**config.mk**
```make
export PLATFORM = sky130hd
export DESIGN_NAME = robots_play_top
export DESIGN_NICKNAME = d
export VERILOG_FILES = /design/src/hdl/robots_pkg.sv /design/src/hdl/bcd_counter.sv /design/src/hdl/command_decode.sv /design/src/hdl/field_scan.sv /design/src/hdl/prng_pair.sv /design/src/hdl/robots_play_top.sv /design/src/hdl/score_keeper.sv
export VERILOG_INCLUDE_DIRS = /design/src /design/src/hdl
export SDC_FILE = /design/constraint.sdc
export NUM_CORES = 1
export LEC_CHECK = 0
export BUFFER_PORTS_ARGS = -buffer_cell sky130_fd_sc_hd__buf_2
export CORE_MARGIN = 2
export CORE_UTILIZATION = 45
export DETAILED_ROUTE_END_ITERATION = 10
export PLACE_DENSITY = 0.66
export REMOVE_ABC_BUFFERS = 1
export SYNTH_ARGS = -nofsm -noshare
export SYNTH_HDL_FRONTEND = slang
export SYNTH_SLANG_ARGS = --single-unit
```
**constraint.sdc**
```tcl
create_clock -name clk -period 5.55 [get_ports clk]
set_input_delay 1.11 -clock clk [delete_from_list [all_inputs] [get_ports clk]]
set_output_delay 1.11 -clock clk [all_outputs]
set_load 0.02 [all_outputs]
```
**src/hdl/robots_config.svh**
```systemverilog
// map geometry is fixed at 128 columns by 48 pair rows; tag codes assume the score side sits in columns 120-127
`ifndef ROBOTS_CONFIG_SVH
`define ROBOTS_CONFIG_SVH

// tile map geometry, scanned in reverse
`define MAP_COLS        128      // bytes per pair row
`define MAP_PAIR_ROWS   48       // rows of cell pairs
`define SCAN_LAST_PHASE 3'd4     // five cycles spent on each byte

// column bits [6:3] at this value mark the score side
`define SCORE_COL_MSB   4'd15

// top three bits of a tag byte on the score side
`define TAG_LEVEL       3'd5     // 160, start of level digits
`define TAG_SCORE       3'd6     // 192, start of score digits
`define TAG_HIGH        3'd7     // 224, start of high score digits
`define BLANK_DIGIT     4'd10    // glyph code for a hidden digit

`define ROBOT_PROB_STEP 12'd171  // robots per 2^16 cells, added each level

`define PRNG_SEED1      20'd1
`define PRNG_SEED2      20'h04182 // about half a period away from seed 1

`endif

```
**src/hdl/robots_pkg.sv**
```systemverilog
// shared types for the play engine; widths assume the 128 x 48 byte tile map of two cells per byte
package robots_pkg;

    typedef logic [12:0] tile_addr_t;  // {pair row, column}
    typedef logic [7:0]  tile_byte_t;  // one tile map byte
    typedef logic [6:0]  cell_x_t;     // column 0-127
    typedef logic [5:0]  pair_y_t;     // pair row 0-47
    typedef logic [6:0]  cell_y_t;     // cell row 0-95
    typedef logic [2:0]  scan_phase_t; // phase within a byte, 0-4
    typedef logic [15:0] rand_t;       // prng word
    typedef logic [7:0]  bcd2_t;       // two bcd digits
    typedef logic [23:0] bcd6_t;       // six bcd digits

    // pass being run over the tile map
    typedef enum logic [3:0] {
        OP_IDLE     = 4'd0, // waiting for a command
        OP_NEWGAME  = 4'd2, // silent pass, bumps level at the end
        OP_NEWLEVEL = 4'd3, // fresh robots and player
        OP_TRASH    = 4'd6, // fill play area with noise
        OP_BOOT     = 4'd7  // one cycle after reset
    } opcode_t;

    // contents of one play cell, two per byte
    typedef enum logic [1:0] {
        CELL_EMPTY  = 2'd0,
        CELL_ROBOT  = 2'd1,
        CELL_TRASH  = 2'd2,
        CELL_PLAYER = 2'd3
    } cell_code_t;

endpackage

```
**src/hdl/bcd_counter.sv**
```systemverilog
// decimal counter, wraps from all nines to zero; clear wins over inc in the same cycle
module bcd_counter #(
    parameter int DIGITS = 2
) (
    input  logic                  clk,
    input  logic                  rst,
    input  logic                  clear,
    input  logic                  inc,
    output logic [DIGITS*4-1:0]   value,
    output logic [DIGITS-1:0]     blank   // leading zeros to hide
);

    logic [DIGITS*4-1:0] value_next;

    // ripple carry through the digits
    always_comb begin
        logic carry;
        carry      = 1'b1;
        value_next = value;
        for (int i = 0; i < DIGITS; i++) begin
            if (carry) begin
                if (value[i*4 +: 4] == 4'd9) begin
                    value_next[i*4 +: 4] = 4'd0; // carry on up
                end else begin
                    value_next[i*4 +: 4] = value[i*4 +: 4] + 4'd1;
                    carry = 1'b0;
                end
            end
        end
    end

    always_ff @(posedge clk) begin
        if (rst || clear)
            value <= '0;
        else if (inc)
            value <= value_next;
    end

    // a digit is blank when it and all above are zero; units always shown
    always_comb begin
        logic zero_run;
        zero_run = 1'b1;
        blank    = '0;
        for (int i = DIGITS - 1; i > 0; i--) begin
            zero_run = zero_run && (value[i*4 +: 4] == 4'd0);
            blank[i] = zero_run;
        end
    end

endmodule

```
**src/hdl/command_decode.sv**
```systemverilog
// commands are single-cycle strobes on cmd; a strobe is held until the engine is idle, repeats merge
module command_decode (
    input  logic        clk,
    input  logic        rst,
    input  logic [15:0] cmd,            // only bits 8-11 are looked at
    input  logic        idle,           // engine can take a new pass
    output logic        go_trash,
    output logic        go_level,
    output logic        go_game,
    output logic        want_attention
);

    logic pend_f1;   // new level
    logic pend_f2;   // beep
    logic pend_f3;   // trash fill, bumps score
    logic pend_quit; // new game

    // fixed priority F3, F1, F2, quit; at most one grant per cycle
    always_comb begin
        go_trash       = idle && pend_f3;
        go_level       = idle && !pend_f3 && pend_f1;
        want_attention = idle && !pend_f3 && !pend_f1 && pend_f2;
        go_game        = idle && !pend_f3 && !pend_f1 && !pend_f2 && pend_quit;
    end

    always_ff @(posedge clk) begin
        if (rst) begin
            pend_f1   <= 1'b0;
            pend_f2   <= 1'b0;
            pend_f3   <= 1'b0;
            pend_quit <= 1'b0;
        end else begin
            // a fresh strobe wins over the clear of the same flag
            pend_f1   <= (pend_f1 && !go_level) || cmd[8];
            pend_f2   <= (pend_f2 && !want_attention) || cmd[9];
            pend_f3   <= (pend_f3 && !go_trash) || cmd[10];
            pend_quit <= (pend_quit && !go_game) || cmd[11];
        end
    end

endmodule

```
**src/hdl/field_scan.sv**
```systemverilog
// scans the tile map from the last byte to byte 0 at five cycles per byte; go pulses are taken only in IDLE
`include "robots_config.svh"

module field_scan import robots_pkg::*; (
    input  logic       clk,
    input  logic       rst,
    input  logic       go_trash,
    input  logic       go_level,
    input  logic       go_game,
    input  rand_t      rand_bits,
    input  logic       score_wen,   // digit writer wants this byte
    input  tile_byte_t score_wrt,
    output logic       idle,
    output logic       score_clear,
    output logic       level_inc,
    output logic       score_inc,
    output logic       digit_read,  // tm_red holds a score side byte
    output tile_addr_t tm_adr,
    output tile_byte_t tm_wrt,
    output logic       tm_wen
);

    localparam cell_x_t COL_LAST = cell_x_t'(`MAP_COLS - 1);
    localparam pair_y_t ROW_LAST = pair_y_t'(`MAP_PAIR_ROWS - 1);

    opcode_t     opcode;
    opcode_t     pass_next;        // what follows the running pass
    cell_x_t     scan_x;
    pair_y_t     scan_y;
    scan_phase_t phase;
    logic        last_phase;
    logic        last_byte;
    logic        score_side;       // columns 120-127
    logic        writing;          // pass that updates the map
    logic [10:0] robot_prob;       // per 2^16 cells
    logic [11:0] prob_sum;
    logic        place_robot;
    logic        place_robot_old;  // upper cell decision from phase 0
    cell_x_t     player_x;
    cell_y_t     player_y;
    logic [2:0]  player_band;      // 1-4, sixteen rows each
    logic        player_pair;
    cell_code_t  upper_cell;
    cell_code_t  lower_cell;

    assign last_phase = (phase == `SCAN_LAST_PHASE);
    assign last_byte  = (scan_x == '0) && (scan_y == '0);
    assign score_side = (scan_x[6:3] == `SCORE_COL_MSB);
    assign writing    = (opcode == OP_NEWLEVEL) || (opcode == OP_TRASH);
    assign idle       = (opcode == OP_IDLE);
    assign pass_next  = (opcode == OP_NEWGAME) ? OP_NEWLEVEL : OP_IDLE;

    // result pulses; go_* only arrive while idle
    assign score_clear = (opcode == OP_BOOT) || go_game;
    assign score_inc   = go_trash;
    assign level_inc   = go_level || ((opcode == OP_NEWGAME) && last_byte && (phase == '0));
    assign digit_read  = writing && score_side && (phase == 3'd1); // read of phase 0 is back

    always_ff @(posedge clk) begin
        if (rst) begin
            opcode <= OP_BOOT;
            scan_x <= COL_LAST;
            scan_y <= ROW_LAST;
            phase  <= '0;
        end else begin
            case (opcode)
                OP_IDLE: begin
                    if (go_trash)
                        opcode <= OP_TRASH;
                    else if (go_level)
                        opcode <= OP_NEWLEVEL;
                    else if (go_game)
                        opcode <= OP_NEWGAME;
                end
                OP_BOOT: opcode <= OP_NEWGAME;    // score cleared this cycle
                default: begin
                    if (!last_phase) begin
                        phase <= phase + 3'd1;
                    end else begin
                        phase <= '0;
                        if (scan_x != '0) begin
                            scan_x <= scan_x - 7'd1;
                        end else begin
                            scan_x <= COL_LAST;       // next pair row up
                            if (scan_y != '0) begin
                                scan_y <= scan_y - 6'd1;
                            end else begin
                                scan_y <= ROW_LAST;   // pass done
                                opcode <= pass_next;
                            end
                        end
                    end
                end
            endcase
        end
    end

    // robot density grows each level, held below 2048 so it never wraps to zero
    assign prob_sum = {1'b0, robot_prob} + `ROBOT_PROB_STEP;
    always_ff @(posedge clk) begin
        if (rst || score_clear)
            robot_prob <= '0;
        else if (level_inc && !prob_sum[11])
            robot_prob <= prob_sum[10:0];
    end
    assign place_robot = (rand_bits < {5'd0, robot_prob});

    always_ff @(posedge clk) begin
        if (phase == '0)
            place_robot_old <= place_robot;
    end

    // player spot; columns 120-127 fold back into the play side
    assign player_band = {1'b0, rand_bits[12:11]} + 3'd1;
    always_ff @(posedge clk) begin
        if (level_inc) begin
            player_x <= (rand_bits[6:3] == `SCORE_COL_MSB) ? {1'b0, rand_bits[5:0]}
                                                            : rand_bits[6:0];
            player_y <= {player_band, rand_bits[10:7]};  // rows 16-79
        end
    end
    assign player_pair = (scan_x == player_x) && (scan_y == player_y[6:1]);

    // player beats robot in either cell
    always_comb begin
        if (player_pair && !player_y[0])
            upper_cell = CELL_PLAYER;
        else if (place_robot_old)
            upper_cell = CELL_ROBOT;
        else
            upper_cell = CELL_EMPTY;
        if (player_pair && player_y[0])
            lower_cell = CELL_PLAYER;
        else if (place_robot)
            lower_cell = CELL_ROBOT;
        else
            lower_cell = CELL_EMPTY;
    end

    // tile map port, address held for all five phases
    always_comb begin
        tm_adr = {scan_y, scan_x};
        tm_wrt = '0;
        tm_wen = 1'b0;
        if (writing && score_side) begin
            tm_wen = digit_read && score_wen;  // digits go back in phase 1
            tm_wrt = score_wrt;
        end else if (opcode == OP_NEWLEVEL) begin
            tm_wen = last_phase;
            tm_wrt = {4'd0, lower_cell, upper_cell};
        end else if (opcode == OP_TRASH) begin
            tm_wen = (phase == '0);
            tm_wrt = rand_bits[7:0];            // any cell code, on purpose
        end
    end

endmodule

```
**src/hdl/prng_pair.sv**
```systemverilog
// free-running, not cryptographic; two seeds fixed in the config header, restarted by rst
`include "robots_config.svh"

module prng_pair import robots_pkg::*; (
    input  logic  clk,
    input  logic  rst,
    output rand_t rand_bits
);

    logic [19:0] lfsr1;
    logic [19:0] lfsr2;

    // three fibonacci steps, taps 20 and 17
    function automatic logic [19:0] step3(input logic [19:0] s);
        logic [19:0] t;
        t = s;
        for (int i = 0; i < 3; i++)
            t = {t[18:0], t[19] ^ t[16]}; // newest bit enters at bit 0
        return t;
    endfunction

    always_ff @(posedge clk) begin
        if (rst) begin
            lfsr1 <= `PRNG_SEED1;
            lfsr2 <= `PRNG_SEED2;
        end else begin
            lfsr1 <= step3(lfsr1);
            lfsr2 <= step3(lfsr2);
        end
    end

    // interleave low bytes, even bits from lfsr1
    always_comb begin
        for (int g = 0; g < 8; g++) begin
            rand_bits[2*g]   = lfsr1[g];
            rand_bits[2*g+1] = lfsr2[g];
        end
    end

endmodule

```
**src/hdl/robots_play_top.sv**
```systemverilog
// tile map must answer with one cycle read latency; only cmd bits 8-11 do anything
module robots_play_top import robots_pkg::*; (
    input  logic        clk,
    input  logic        rst,
    input  logic [15:0] cmd,
    input  tile_byte_t  tm_red,
    output tile_addr_t  tm_adr,
    output tile_byte_t  tm_wrt,
    output logic        tm_wen,
    output logic        want_attention  // one-cycle beep request
);

    logic       idle;
    logic       go_trash;
    logic       go_level;
    logic       go_game;
    rand_t      rand_bits;
    logic       score_clear;
    logic       level_inc;
    logic       score_inc;
    logic       digit_read;
    logic       score_wen;
    tile_byte_t score_wrt;

    command_decode u_command_decode (
        .clk            (clk),
        .rst            (rst),
        .cmd            (cmd),
        .idle           (idle),
        .go_trash       (go_trash),
        .go_level       (go_level),
        .go_game        (go_game),
        .want_attention (want_attention)
    );

    prng_pair u_prng_pair (
        .clk       (clk),
        .rst       (rst),
        .rand_bits (rand_bits)
    );

    field_scan u_field_scan (
        .clk         (clk),
        .rst         (rst),
        .go_trash    (go_trash),
        .go_level    (go_level),
        .go_game     (go_game),
        .rand_bits   (rand_bits),
        .score_wen   (score_wen),
        .score_wrt   (score_wrt),
        .idle        (idle),
        .score_clear (score_clear),
        .level_inc   (level_inc),
        .score_inc   (score_inc),
        .digit_read  (digit_read),
        .tm_adr      (tm_adr),
        .tm_wrt      (tm_wrt),
        .tm_wen      (tm_wen)
    );

    score_keeper u_score_keeper (
        .clk         (clk),
        .rst         (rst),
        .score_clear (score_clear),
        .level_inc   (level_inc),
        .score_inc   (score_inc),
        .digit_read  (digit_read),
        .tm_red      (tm_red),
        .score_wen   (score_wen),
        .score_wrt   (score_wrt)
    );

endmodule

```
**src/hdl/score_keeper.sv**
```systemverilog
// tag bytes are not rewritten; the digit bytes after a tag in scan order get units first
`include "robots_config.svh"

module score_keeper import robots_pkg::*; (
    input  logic       clk,
    input  logic       rst,
    input  logic       score_clear,
    input  logic       level_inc,
    input  logic       score_inc,
    input  logic       digit_read,  // tm_red is a score side byte
    input  tile_byte_t tm_red,
    output logic       score_wen,
    output tile_byte_t score_wrt
);

    bcd2_t       level;
    logic [1:0]  level_blank;
    bcd6_t       score;
    logic [5:0]  score_blank;
    bcd6_t       high;
    logic [5:0]  high_blank;
    logic        tag_hit;
    bcd6_t       wr_digits;    // digits still to go, units at bottom
    logic [5:0]  wr_blank;
    logic [2:0]  wr_count;     // bytes left in the current string

    bcd_counter #(.DIGITS(2)) u_level (
        .clk   (clk),
        .rst   (rst),
        .clear (score_clear),
        .inc   (level_inc),
        .value (level),
        .blank (level_blank)
    );

    bcd_counter #(.DIGITS(6)) u_score (
        .clk   (clk),
        .rst   (rst),
        .clear (score_clear),
        .inc   (score_inc),
        .value (score),
        .blank (score_blank)
    );

    // high follows score while they match, no compare-and-copy needed
    bcd_counter #(.DIGITS(6)) u_high (
        .clk   (clk),
        .rst   (rst),
        .clear (1'b0),                      // survives a new game
        .inc   (score_inc && (score == high)),
        .value (high),
        .blank (high_blank)
    );

    assign tag_hit = (tm_red[7:5] == `TAG_LEVEL) || (tm_red[7:5] == `TAG_SCORE) ||
                     (tm_red[7:5] == `TAG_HIGH);

    always_ff @(posedge clk) begin
        if (rst) begin
            wr_count <= '0;
        end else if (digit_read) begin
            if (tm_red[7:5] == `TAG_LEVEL)
                wr_count <= 3'd2;
            else if (tag_hit)
                wr_count <= 3'd6;                   // score or high
            else if (wr_count != '0)
                wr_count <= wr_count - 3'd1;
        end
    end

    // string load on a tag, else one digit shift per byte
    always_ff @(posedge clk) begin
        if (digit_read) begin
            case (tm_red[7:5])
                `TAG_LEVEL: begin
                    wr_digits <= {16'd0, level};
                    wr_blank  <= {4'hf, level_blank};
                end
                `TAG_SCORE: begin
                    wr_digits <= score;
                    wr_blank  <= score_blank;
                end
                `TAG_HIGH: begin
                    wr_digits <= high;
                    wr_blank  <= high_blank;
                end
                default: begin
                    wr_digits <= {4'd0, wr_digits[23:4]};
                    wr_blank  <= {1'b1, wr_blank[5:1]};
                end
            endcase
        end
    end

    assign score_wen = digit_read && !tag_hit && (wr_count != '0);
    assign score_wrt = {tm_red[7:4], wr_blank[0] ? `BLANK_DIGIT : wr_digits[3:0]}; // keep glyph bank
endmodule

```
== After elaboration in Yosys (flattened, before gate mapping) ==
Index checks and enable logic that the tools add are counted.
Storage, ports and cells
  register bits after elaboration: 179
Cells by class
  equality and inequality tests: 31
  $add $sub $neg: 20
  multiplexer cells: 60
  reduce and logical (&&, ||, !) cells: 88
  bitwise operators: 8
  $lt $le $gt $ge: 1
Operators with widths (count)
  $mux 4: 21
  $pmux 24 s3: 1
  $eq 4x4->1 const B: 16
  $add 4x1->4 const B: 14
  $logic_not 4->1: 12
  $logic_and 1x1->1: 32
  $reduce_and 2->1: 13
  $eq 24x24->1: 1
  $mux 1: 24
  $mux 8: 3
  $pmux 6 s3: 1
  $lt 16x11->1: 1
  $add 11x8->12 const B: 1
  $eq 3x3->1 const B: 4
  $mux 3: 4
  $logic_not 1->1: 10
  $logic_or 1x1->1: 10
  $reduce_bool 3->1: 3
  $eq 4x2->1 const B: 2
  $eq 4x3->1 const B: 2
  $pmux 4 s2: 1
  $eq 7x7->1: 1
  $logic_not 7->1: 1
  $mux 7: 1
  20 further kinds: 29

== Depth between registers and ports, before layout ==
  depth after elaboration: 9
  depth in mapped cells: 9
  depth with buffers taken out: 8

== Cells and area by module ==
A second synthesis with hierarchy kept.
Second synthesis, totals
  cells, all modules: 971
  area, all modules: 9286.4 µm²
Modules (own cells, without submodules)
  field_scan: instances 1, seq. area each 1051.0 µm², cells each 292, area an instance 2702.6 µm²
  bcd_counter (u_score_keeper.u_high ...): instances 2, seq. area each 480.5 µm², cells each 158, area an instance 1296.2 µm²
  score_keeper: instances 1, seq. area each 960.9 µm², cells each 188, area an instance 2159.6 µm²
  prng_pair: instances 1, seq. area each 800.8 µm², cells each 106, area an instance 1239.9 µm²
  bcd_counter (u_score_keeper.u_level): instances 1, seq. area each 160.2 µm², cells each 48, area an instance 415.4 µm²
  command_decode: instances 1, seq. area each 80.1 µm², cells each 21, area an instance 176.4 µm²

== Worst setup path after synthesis ==
OpenSTA, ideal clock, no wires.
  kind: flip-flop to output port
  start point: register u_field_scan.scan_x[4]
  end point: output tm_wen
  data required time: 4.440 ns
  arrival time: 4.139 ns
  setup slack: 0.301 ns
  stages on the path, launching flop included: 7
  cells stage by stage: dfxtp_1 -> buf_4 -> and4_2 -> o21ai_0 -> nor3b_1 -> nor3b_1 -> a31o_2
On the way
  word-level cells in the longest chain between the ends: 7
RTL lines
  start: declaration: line field_scan.sv:28  | cell_x_t scan_x;
  start signal: assignment: line field_scan.sv:82  | scan_x <= scan_x - 7'd1;
  $eq 4x4->1 (no line) *
  $logic_and 1x1->1 * (2 in a row): line field_scan.sv:57  | assign digit_read = writing && score_side && (phase == 3'd1);
  net digit_read: line robots_play_top.sv:21  | logic digit_read;
  $logic_and 1x1->1 (2 in a row): line score_keeper.sv:95  | assign score_wen = digit_read && !tag_hit && (wr_count != '0);
  $logic_and 1x1->1 *: line field_scan.sv:146  | tm_wen = digit_read && score_wen;
  $mux 1 *: line field_scan.sv:145  | if (writing && score_side) begin
  end: declaration: line robots_play_top.sv:9  | output logic tm_wen,
The timed path passes the listed nets; every way through them passes the cells marked *.

== Worst setup path after layout ==
  start point: register u_field_scan.opcode[2]
  end point: output tm_wen
On the way
  word-level cells in the longest chain between the ends: 8
  elaborated cells on any way between the ends: 11
  classes of those cells: eq/ne: 2; mux: 3; reduce/logical: 6
RTL lines
  start: declaration: line field_scan.sv:26  | opcode_t opcode;
  start signal: assignment: line field_scan.sv:89  | opcode <= pass_next;
  $eq 4x2->1 or $eq 4x3->1 (tied branches): line field_scan.sv:49  | assign writing = (opcode == OP_NEWLEVEL) || (opcode == OP_TRASH);
  $logic_or 1x1->1 *: line field_scan.sv:49
  $logic_and 1x1->1 * (2 in a row): line field_scan.sv:57
  net digit_read: line robots_play_top.sv:21
  $logic_and 1x1->1 (2 in a row): line score_keeper.sv:95
  $logic_and 1x1->1 *: line field_scan.sv:146
  $mux 1 *: line field_scan.sv:145
Marked as above.

==> out/metrics.yaml <==
ioPinCount: 49
end_kind: "output port"
timing.rr.end: "u_score_keeper.u_level.value[3]"
worstHoldStart: "u_prng_pair.lfsr2[11]"
hold_viol: 0
async_reset_ff_share_pct: 0
die-area_sq_um: 21200
cts_root_buf: "clkbuf_16"
clk_latency_ps: 440
p_leak_uw: 0.00359
crit_fanout: 12
max_freq_ghz: 0.246
sw_frac_of_total_pct: 31.1
power_density_nw_per_um2: 324
synth_area_leader_cell: "dfxtp_1"
clk_pin_slew_ps: 70
fin_crit_ps: 4070
outcome: "completed"
grt_usage_pct: 19.4
synth-seq-cells: 178
fp-row-count: 51
nNetsFinal: 1035
power_switching_uw: 995
slew_violations: 0
worstMarginPinSlew_ps: 1110
die_h_microns: 146
grt_antenna_before_repair: 1
place.gp.congestion: 0.817
power_uw: 3200
peakVddDrop_uv: 225
cp-start-kind: "flip-flop"
via_per_inst: 5.45
path_class: "flip-flop to output port"
dr.pass1.iters: 5
start_util_pct: 46.1
synth-edff-count: 45
clkSinkCount: 178
htree_levels: 4
internal_power_uw: 2210
drt_iter0_drc: 411
worstHoldPathType: "flip-flop to flip-flop"
ant_nets: 0
worstPathArrival_ps: 2960
clkPwrFrac_pct: 37.6
final_common_cell: "dfxtp_1"
rrSetupSlack_ps: 2470
grt_pass1_vias: 6513
layout_worst_path_cycle_share_pct: 73.3
die_w_microns: 146
dpl_worst_slack_ps: 1770
synth_area_sq_um: 9030
rsz0062_at_grt: "false"
fillers: 1848
whs_ps: 413
port-buffer-count: 32
post_cts_buffers: 0
pwr-share-seq_pct: 46.8
synth_area_per_cell_sq_um: 9.08
grt_start_max_net_pins: 79
synth_top_area_share_pct: 29.5
maxSlewHeadroom_pct: 25.8
detail_route.wl_per_cell_microns: 15.9
maxCapViolCount: 0
cp.required_ps: 4440
grt_pass1_wl_microns: 33500
vias: 6903
dp_hpwl_microns: 14000
hold_end: "u_prng_pair.lfsr2[14]"
cts_buffers: 17
syn_to_final_growth_pct: 9.38
ff_latch_area_sq_um: 4010
synth_flop_cell: "dfxtp_1"
drc: 0
layout-drive-gt1-share_pct: 9.69
yosysSeqAreaShare_pct: 44.4
timing.rr.start: "u_field_scan.scan_x[0]"
min_path_cells: 1
setup_violations: 0
grt.overflow.total: 0
final_cell_mix: "dfxtp_1, nor2_1, a21oi_1"
synth_cell_types: 74
fin_setup_tns_ps: 0
postCtsHoldBufs: 0
ys_top_cells_by_area: "dfxtp_1, edfxtp_1, nor2b_1, a21oi_1, xor2_1"
syn_inst: 995
reg2reg_depth: 8
fin_worst_skew_ps: 11.7
finalWirelength_microns: 20100
pwr-share-comb_pct: 15.6
setup_slack_ps: 1480
tritoncts: "yes"
cts_resized: 0
clock_path_buffers: 2
multi_input_area_sq_um: 4590
crit_start: "u_field_scan.opcode[2]"
coreArea_sq_um: 19600
synth_warnings: 0
routing by layer:
| layer | global-route usage, % | up-vias | share of wire, % |
|---|---|---|---|
| met4 | 6.27 | 0 | 1.6 |
| li1 | - | 3498 | - |
| met3 | 3.39 | 25 | 3.0 |
| met2 | 33.2 | 108 | 49 |
| met5 | 0 | - | 0 |
| met1 | 25.0 | 3272 | 47 |
how the worst max path moves through the flow:
stage,cells past startpoint,end
CTS,6,tm_wen
global route,6,tm_wen
global placement,5,tm_wen
finish,6,tm_wen
detailed placement,5,tm_wen
floorplan,5,tm_wen
per-stage QoR:
step	utilization, %	std cells	cell area, sq um
3_3_place_gp	47.3	1234	9270
2_1_floorplan	-	932	8740
5_1_grt	50.4	1266	9880
6_report	50.4	1267	9880
3_5_place_dp	47.3	1234	9270
4_1_cts	50.4	1266	9880
cell type report:
class | instances | share of cell area (%)
antenna | 1 | 0.0253
clock buffer | 17 | 4.31
clock inverter | 15 | 1.82
inverter | 38 | 1.44
multi-input combinational | 716 | 46.4
sequential | 178 | 40.6
tap | 265 | 3.36
timing repair buffer | 37 | 2.00
cells by family after synthesis:
group                      after synthesis  share of synthesized area [%]
buffers and inverters                  101                           4.85
AOI/OAI and AO/OA                      209                           13.7
muxes                                   19                           2.23
adders and majority gates               21                           2.91
DFF                                    178                           44.4
xor gates and xnor gates                77                           7.47
and+or+nand+nor                        390                           24.4
critical path: stages (launching register included):
cell     delay (ps)
dfxtp_1         610
and3b_1         310
o21ai_0         290
nor3b_2         340
nor3b_1         580
a31o_2          210
buf_2           160
registers in the layout, summed over array words and instances, names as in the netlist:
register	cells
u_score_keeper.u_high.value	24
u_score_keeper.u_score.value	24
u_score_keeper.wr_digits	24
u_prng_pair.lfsr1	20
u_prng_pair.lfsr2	20
u_field_scan.robot_prob	11
u_score_keeper.u_level.value	8
u_field_scan.player_x	7
u_field_scan.player_y	7
u_field_scan.scan_x	7
u_field_scan.scan_y	6
u_score_keeper.wr_blank	6
u_field_scan.opcode	3
u_field_scan.phase	3
u_score_keeper.wr_count	3
u_command_decode.pend_f1	1
u_command_decode.pend_f2	1
u_command_decode.pend_f3	1
u_command_decode.pend_quit	1
u_field_scan.place_robot_old	1
power groups by stage:
stage / registers, uW / logic, uW / clock network [uW]
final: 1500 / 500 / 1200
after global routing: 1510 / 556 / 1280
after CTS: 1500 / 500 / 1230
after detailed placement: 1530 / 495 / 0
after global placement: 1520 / 492 / 0
after floorplan: 1510 / 337 / 0
Yosys cell counts, types with 3 or more instances:
library cell / n
ha_1: 21
a21o_1: 5
o21ai_0: 47
nand2b_1: 9
nor2_1: 87
a31oi_1: 13
inv_1: 37
a21oi_1: 84
nor3b_1: 7
mux2i_1: 10
nor4_1: 17
a22o_1: 3
nor2b_1: 77
xnor2_1: 37
nand3_1: 25
o21a_1: 5
dfxtp_1: 133
edfxtp_1: 45
or2_2: 3
and2_1: 6
or3_1: 11
mux2_2: 9
clkbuf_8: 3
a211oi_1: 4
clkbuf_1: 50
o31ai_1: 4
nand2_1: 62
nand4_1: 16
a211o_1: 3
o211ai_1: 10
o22ai_1: 16
xor2_1: 40
or4_1: 13
and3b_1: 3
nand3b_1: 6
nor3_1: 14
a221oi_1: 3
and3_1: 6
buf_1: 4
No activity file was read; power rests on OpenSTA's default activity.
